`src/common/mult_pkg.sv`:
```
//==========================================================
// Shared types of the signed sequential multiplier
// Controller state encoding and the control strobe bundle
//==========================================================

package mult_pkg;

	//==========================================================
	// Controller states
	//==========================================================

	// Four states cover one whole multiplication
	// The encoding is kept at two bits so it shows up cleanly in waves
	typedef enum logic [1:0] {
		IDLE  = 2'd0,
		SWEEP = 2'd1,
		FIX   = 2'd2,
		DONE  = 2'd3
	} mult_state_t;

	//==========================================================
	// Control strobes from the FSM to the datapath
	//==========================================================

	// Load captures the operands and clears the sweep
	// Step advances the sweep by one multiplier bit
	// Fix applies the result sign and registers the product
	typedef struct packed {
		logic load;
		logic step;
		logic fix;
	} mult_ctrl_t;

endpackage

```
`src/hdl/mult_control.sv`:
```
//==========================================================
// Multiplier controller
// Sequences load, bit sweep, sign fix and the done pulse
//==========================================================
`timescale 1ns/1ps

module mult_control
	import mult_pkg::*;
(
	input  logic       clk,
	input  logic       rst,
	input  logic       start,
	input  logic       sweep_last,
	output mult_ctrl_t ctrl,
	output logic       busy,
	output logic       done
);

	mult_state_t state;
	mult_state_t state_next;

	//==========================================================
	// State register
	//==========================================================

	always_ff @(posedge clk, negedge rst)
	begin
		if (!rst)
		begin
			state <= IDLE;
		end
		else
		begin
			state <= state_next;
		end
	end

	// The FSM does not count bits on its own
	// It waits for the sweep adder to flag the last multiplier bit
	always_comb
	begin
		state_next = state;
		case (state)
			IDLE:
			begin
				if (start)
					state_next = SWEEP;
			end
			SWEEP:
			begin
				if (sweep_last)
					state_next = FIX;
			end
			FIX:
			begin
				state_next = DONE;
			end
			default:
			begin
				state_next = IDLE;
			end
		endcase
	end

	//==========================================================
	// Output decode
	//==========================================================

	// Load is a direct decode of start in IDLE so the operands land on the accepting edge
	assign ctrl.load = (state == IDLE) && start;
	assign ctrl.step = (state == SWEEP);
	assign ctrl.fix  = (state == FIX);

	// Busy covers everything from the first sweep step through the done cycle
	assign busy = (state != IDLE);
	assign done = (state == DONE);

endmodule

```
`src/hdl/seq_mult.sv`:
```
//==========================================================
// Signed sequential multiplier
// Multiplies two DW-bit signed operands into a 2*DW-bit product
//==========================================================
`timescale 1ns/1ps

module seq_mult
	import mult_pkg::*;
#(
	parameter int DW = 8
)
(
	input  logic                   clk,
	input  logic                   rst,
	input  logic                   start,
	input  logic signed [DW-1:0]   multiplier,
	input  logic signed [DW-1:0]   multiplicand,
	output logic                   busy,
	output logic                   done,
	output logic signed [2*DW-1:0] product
);

	//==========================================================
	// Internal wiring
	//==========================================================

	mult_ctrl_t      ctrl;
	logic            sweep_last;
	logic [DW-1:0]   multiplier_mag;
	logic [DW-1:0]   multiplicand_mag;
	logic [2*DW-1:0] shifted;
	logic [2*DW-1:0] sum;

	// Controller
	mult_control u_control (
		.clk        (clk),
		.rst        (rst),
		.start      (start),
		.sweep_last (sweep_last),
		.ctrl       (ctrl),
		.busy       (busy),
		.done       (done)
	);

	// Magnitudes in, signed product out
	sign_unit #(
		.DW (DW)
	) u_sign (
		.clk              (clk),
		.rst              (rst),
		.ctrl             (ctrl),
		.multiplier       (multiplier),
		.multiplicand     (multiplicand),
		.sum              (sum),
		.multiplier_mag   (multiplier_mag),
		.multiplicand_mag (multiplicand_mag),
		.product          (product)
	);

	// Moving addend for the sweep
	multiplicand_shifter #(
		.DW (DW)
	) u_shifter (
		.clk              (clk),
		.rst              (rst),
		.ctrl             (ctrl),
		.multiplicand_mag (multiplicand_mag),
		.shifted          (shifted)
	);

	sweep_adder #(
		.DW (DW)
	) u_sweep (
		.clk            (clk),
		.rst            (rst),
		.ctrl           (ctrl),
		.multiplier_mag (multiplier_mag),
		.shifted        (shifted),
		.sum            (sum),
		.sweep_last     (sweep_last)
	);

endmodule

```
`src/hdl/sign_unit.sv`:
```
//==========================================================
// Sign handling for the multiplier
// Turns the operands into magnitudes, keeps the result sign
// and registers the final signed product
//==========================================================
`timescale 1ns/1ps

module sign_unit
	import mult_pkg::*;
#(
	parameter int DW = 8
)
(
	input  logic                   clk,
	input  logic                   rst,
	input  mult_ctrl_t             ctrl,
	input  logic signed [DW-1:0]   multiplier,
	input  logic signed [DW-1:0]   multiplicand,
	input  logic [2*DW-1:0]        sum,
	output logic [DW-1:0]          multiplier_mag,
	output logic [DW-1:0]          multiplicand_mag,
	output logic signed [2*DW-1:0] product
);

	// Set when exactly one operand is negative
	logic neg;

	//==========================================================
	// Operand capture
	//==========================================================

	// The most negative operand negates to itself in DW bits
	// Read as unsigned that pattern is exactly 2**(DW-1), so no extra bit is needed
	// The shifter captures the multiplicand magnitude on the load edge itself
	// It therefore comes straight from the live operand and is held in the shifter
	assign multiplicand_mag = multiplicand[DW-1] ? -multiplicand : multiplicand;

	always_ff @(posedge clk, negedge rst)
	begin
		if (!rst)
		begin
			multiplier_mag <= '0;
			neg            <= 1'b0;
		end
		else if (ctrl.load)
		begin
			multiplier_mag <= multiplier[DW-1] ? -multiplier : multiplier;
			neg            <= multiplier[DW-1] ^ multiplicand[DW-1];
		end
	end

	//==========================================================
	// Product register
	//==========================================================

	// The product only changes on fix and holds across idle cycles
	always_ff @(posedge clk, negedge rst)
	begin
		if (!rst)
			product <= '0;
		else if (ctrl.fix)
			product <= neg ? -sum : sum;
	end

endmodule

```
`src/sweep_adder/multiplicand_shifter.sv`:
```
//==========================================================
// Multiplicand shifter
// Presents the multiplicand magnitude times 2**k at step k
//==========================================================
`timescale 1ns/1ps

module multiplicand_shifter
	import mult_pkg::*;
#(
	parameter int DW = 8
)
(
	input  logic             clk,
	input  logic             rst,
	input  mult_ctrl_t       ctrl,
	input  logic [DW-1:0]    multiplicand_mag,
	output logic [2*DW-1:0]  shifted
);

	// Twice the operand width leaves room for DW-1 left shifts of a full magnitude
	always_ff @(posedge clk, negedge rst)
	begin
		if (!rst)
		begin
			shifted <= '0;
		end
		else if (ctrl.load)
		begin
			// Zero extension because the value is already a magnitude
			shifted <= {{DW{1'b0}}, multiplicand_mag};
		end
		else if (ctrl.step)
		begin
			shifted <= {shifted[2*DW-2:0], 1'b0};
		end
	end

endmodule

```
`src/sweep_adder/sweep_adder.sv`:
```
//==========================================================
// Bit sweep accumulator
// Walks the multiplier one bit per clock and adds the
// shifted multiplicand wherever that bit is set
//==========================================================
`timescale 1ns/1ps

module sweep_adder
	import mult_pkg::*;
#(
	parameter int DW = 8
)
(
	input  logic            clk,
	input  logic            rst,
	input  mult_ctrl_t      ctrl,
	input  logic [DW-1:0]   multiplier_mag,
	input  logic [2*DW-1:0] shifted,
	output logic [2*DW-1:0] sum,
	output logic            sweep_last
);

	localparam int CW = $clog2(DW);
	localparam logic [CW-1:0] LAST = CW'(DW - 1);

	// Index of the multiplier bit handled in the current step
	logic [CW-1:0] count;

	//==========================================================
	// Counter and accumulator
	//==========================================================

	always_ff @(posedge clk, negedge rst)
	begin
		if (!rst)
		begin
			count <= '0;
			sum   <= '0;
		end
		else if (ctrl.load)
		begin
			count <= '0;
			sum   <= '0;
		end
		else if (ctrl.step)
		begin
			// A zero bit still costs a full cycle so the latency never varies
			count <= count + 1'b1;
			if (multiplier_mag[count])
				sum <= sum + shifted;
		end
	end

	// Flags the step that handles the top magnitude bit
	// This is the only place that counts, so the FSM takes its exit from here
	assign sweep_last = ctrl.step && (count == LAST);

endmodule

```
`config.mk`:
```
export PLATFORM = sky130hd
export DESIGN_NAME = seq_mult
export DESIGN_NICKNAME = d
export VERILOG_FILES = /design/src/common/mult_pkg.sv /design/src/hdl/mult_control.sv /design/src/hdl/seq_mult.sv /design/src/hdl/sign_unit.sv /design/src/sweep_adder/multiplicand_shifter.sv /design/src/sweep_adder/sweep_adder.sv
export SDC_FILE = /design/constraint.sdc
export NUM_CORES = 1
export LEC_CHECK = 0
export BUFFER_PORTS_ARGS = -buffer_cell sky130_fd_sc_hd__buf_2
export CORE_ASPECT_RATIO = 1.5
export CORE_UTILIZATION = 40
export CTS_BUF_LIST = sky130_fd_sc_hd__clkbuf_2
export CTS_CLUSTER_DIAMETER = 120
export DETAILED_ROUTE_END_ITERATION = 10
export GPL_TIMING_DRIVEN = 0
export PLACE_DENSITY = 0.56
export SETUP_SLACK_MARGIN = 0.3
export SLEW_MARGIN = 20
export SYNTH_ARGS = -nofsm -noshare
export SYNTH_HDL_FRONTEND = slang
export SYNTH_SLANG_ARGS = --single-unit
```
`constraint.sdc`:
```
create_clock -name clk -period 2.6 [get_ports clk]
set_input_delay 0.78 -clock clk [delete_from_list [all_inputs] [get_ports clk]]
set_output_delay 0.78 -clock clk [all_outputs]
set_load 0.02 [all_outputs]
```
==> flow_summary.toml <==
[placed_design]
dp.cells = 564
place_hpwl_mm = 6.79
gp_routability_congestion = 0.924
postPlaceCellArea_sq_um = 4220
dpl_worst_slack_ps = 82.5
port_buffers = 34

[finish]
filler_cell_count = 941
finalInstanceArea_sq_um = 4470
synthToLayoutAreaGrowth_pct = 15.2
design.final.nets = 515
sequential_cell_area_in_the_final_layout_sq_um = 1560
multi_input_area_sq_um = 2260
finalNonFillerCells = 589
drive_above_1_share_pct = 18.5

[global_route]
sum_of_overflow_across_all_layers_after_global_routing = 0
first_global_vias = 3200
grt_first_pass_wirelength_mm = 15.0
groute.usage.overall_pct = 20.0
grt_max_degree = 34
grt_antenna_before_repair = 1

[drt]
viasPerCell = 5.44
drt_iter0_markers = 139
routed_wire_length_mm = 9.03
num_vias = 3203
postRouteAntennaNets = 0
drc_errors = 0
detailedRoute.firstPassIterationCount = 7
wire_per_inst_um = 15.3

[critical_path]
path_class = "flop to flop"
crit_path_max_fanout = 10
critical_path.endpoint_type = "flop"
critical_path.startpoint_type = "flop"
critical_path_required_time_ps = 3020
cp.arrival_ps = 2640

[yosys]
number_of_enable_type_register_cells_in_the_synthesized_netlist = 0
synthMostInstantiatedCell = "sky130_fd_sc_hd__dfrtp_1"
syn_avg_cell_area_sq_um = 9.31
synth_top_area_share_pct = 40.0
postSynthCellCount = 417
post_synthesis_cell_area_sq_um = 3880
synth_fp_nets = 461
synth_seq_cells = 62
postSynth.asyncResetShare_pct = 100
synth-main-ff-cell = "sky130_fd_sc_hd__dfrtp_1"
synth_top_cell_by_area = "sky130_fd_sc_hd__dfrtp_1"
synth-seq-area-share_pct = 40.0
yosysWarningCount = 0
synth_commonest_cells = "sky130_fd_sc_hd__dfrtp_1 (62), sky130_fd_sc_hd__nand2_1 (49), sky130_fd_sc_hd__nor2_1 (35), sky130_fd_sc_hd__a21oi_1 (32), sky130_fd_sc_hd__o21ai_0 (25)"
ys_types = 56
netlist_top_cells_area = "sky130_fd_sc_hd__dfrtp_1 (40%), sky130_fd_sc_hd__ha_1 (7.7%), sky130_fd_sc_hd__mux2i_1 (4.9%), sky130_fd_sc_hd__nand2_1 (4.7%), sky130_fd_sc_hd__a21oi_1 (4.1%)"

[die]
die_area_sq_um = 10100
placeableCoreArea_sq_um = 9360
floorplan.die.height_um = 123
num_io_pins = 37
floorplan.rows = 43
starting_utilization_of_the_core_area_pct = 41.5
floorplan.die.width_um = 82.4

[run_status]
status = "completed"

[timing]
finClkSkew_ps = 16.5
worst_pin_slew_ps = 565
grt_setup_unrepaired = "true"
final.setup.worst_slack_ps = 376
post-route-period-util_pct = 85.5
hold_viol = 0
hold-worst-slack_ps = 182
timing.final.setup_violations = 0
timing.slew.headroom_pct = 62.4
slew_viol_final = 0
fin_tns_setup_ps = 0
finalCriticalPeriod_ps = 2220
max_freq_mhz = 450

[job]
max_cap_viol_count = 0

[clock_tree]
cts_buffer_depth = 2
cts-hold-fix-buffers = 0
cts_max_level = 3
cts_tree = "done"
library_cell_used_as_clock_root_buffer = "sky130_fd_sc_hd__clkbuf_2"
worstSkewPairLatency_ps = 500
path_clk_slew_ps = 170
clock_sink_count = 62
tritoncts.num_buffers = 9

[power]
power.density_nw_per_um2 = 1230
static-leakage-power_nw = 2.06
vdd.ir_drop.worst_v = 0.000524

[min_path]
hold_class = "input port to asynchronous set/reset pin"
[worst max-delay path: stages (launching register included)]
cell and delay (ps):
sky130_fd_sc_hd__dfrtp_1 490, sky130_fd_sc_hd__mux4_2 560, sky130_fd_sc_hd__a22o_1 230, sky130_fd_sc_hd__buf_6 140
sky130_fd_sc_hd__and4b_1 180, sky130_fd_sc_hd__and3_1 190, sky130_fd_sc_hd__o31a_1 230, sky130_fd_sc_hd__nor3_1 120
[routing by layer]
metal	track usage (%)	vias up	routed length [um]
met5	0	-	0
met4	12.5	0	337
met3	2.60	21	243
met2	35.9	65	4870
met1	21.3	1516	3580
li1	-	1601	-
[report_power, final]
group	internal, mW	switching (mW)	leakage, nW
combinational	1.34	1.72	1.20
sequential	1.39	0.396	0.783
clock	0.321	0.350	0.0834
total	3.05	2.47	2.06
[registers in the layout (all words and copies together) (netlist names)]
register	cells
u_control.state	2
u_sweep.sum	16
u_sign.multiplier_mag	8
u_sign.product	16
u_sign.neg	1
u_sweep.count	3
u_shifter.shifted	16
[cell usage in the layout, fill, tap and decap left out, types with 8 or more instances in the layout]
master	n
sky130_fd_sc_hd__dfrtp_1	58
sky130_fd_sc_hd__nand2_1	49
sky130_fd_sc_hd__nor2_1	35
sky130_fd_sc_hd__buf_2	34
sky130_fd_sc_hd__a21oi_1	31
sky130_fd_sc_hd__ha_1	22
sky130_fd_sc_hd__o21ai_0	21
sky130_fd_sc_hd__mux2i_1	19
sky130_fd_sc_hd__xnor2_1	18
sky130_fd_sc_hd__clkbuf_2	17
sky130_fd_sc_hd__xor2_1	13
sky130_fd_sc_hd__inv_1	12
sky130_fd_sc_hd__o21ai_1	10
sky130_fd_sc_hd__clkbuf_1	9
sky130_fd_sc_hd__nand3_1	9
sky130_fd_sc_hd__buf_4	9
sky130_fd_sc_hd__nor3_1	8
[what timing repair did]
| item | in CTS | in global routing |
|---|---|---|
| endpoints found under the hold margin | 0 | 0 |
| pin swaps | 0 | 5 |
| buffers inserted | 3 | 5 |
| gates resized for setup | 8 | 20 |
| setup endpoints to repair | 28 | 35 |
[stage by stage]
stage	util, %	power [mW]
4_1_cts	46.8	5.44
3_3_place_gp	44.8	4.62
6_report	47.8	5.52
2_1_floorplan	-	3.94
5_1_grt	47.8	6.03
3_5_place_dp	45.0	4.69
[cell families (layout without fill, tap and decap cells)]
group           count (synthesis)  in the layout  synth area share, %
fa+ha+maj                      25             25                 8.25
other cells                     0              1                    0
simple gates                  139            139                 17.4
flops                          62             62                 40.0
mux                            26             26                 7.51
buf+inv                        31             90                 3.19
xor+xnor                       31             31                 6.99
compound gates                103            103                 16.7
[cell type report]
type,count,area share [%]
multi-input combinational,324,50.5
sequential,62,34.8
timing repair buffer,43,5.65
tap,112,3.13
buffer,19,1.96
clock inverter,5,1.65
clock buffer,11,1.23
inverter,12,1.01
antenna,1,0.0559
[final timing paths]
kind / cells after the start / slack, ps / end / start
min in group clk: 2 / 500 / u_sign.multiplier_mag[4] / u_sign.multiplier_mag[4]
max: 7 / 380 / u_sweep.sum[15] / u_sweep.count[0]
min reg2reg: 2 / 500 / u_sign.multiplier_mag[4] / u_sign.multiplier_mag[4]
max in group asynchronous: 2 / 1890 / u_sweep.count[2] / rst
min: 1 / 180 / u_sweep.sum[12] / rst
max reg2reg: 7 / 380 / u_sweep.sum[15] / u_sweep.count[0]
Note: power is estimated with default switching activity, not from simulation.
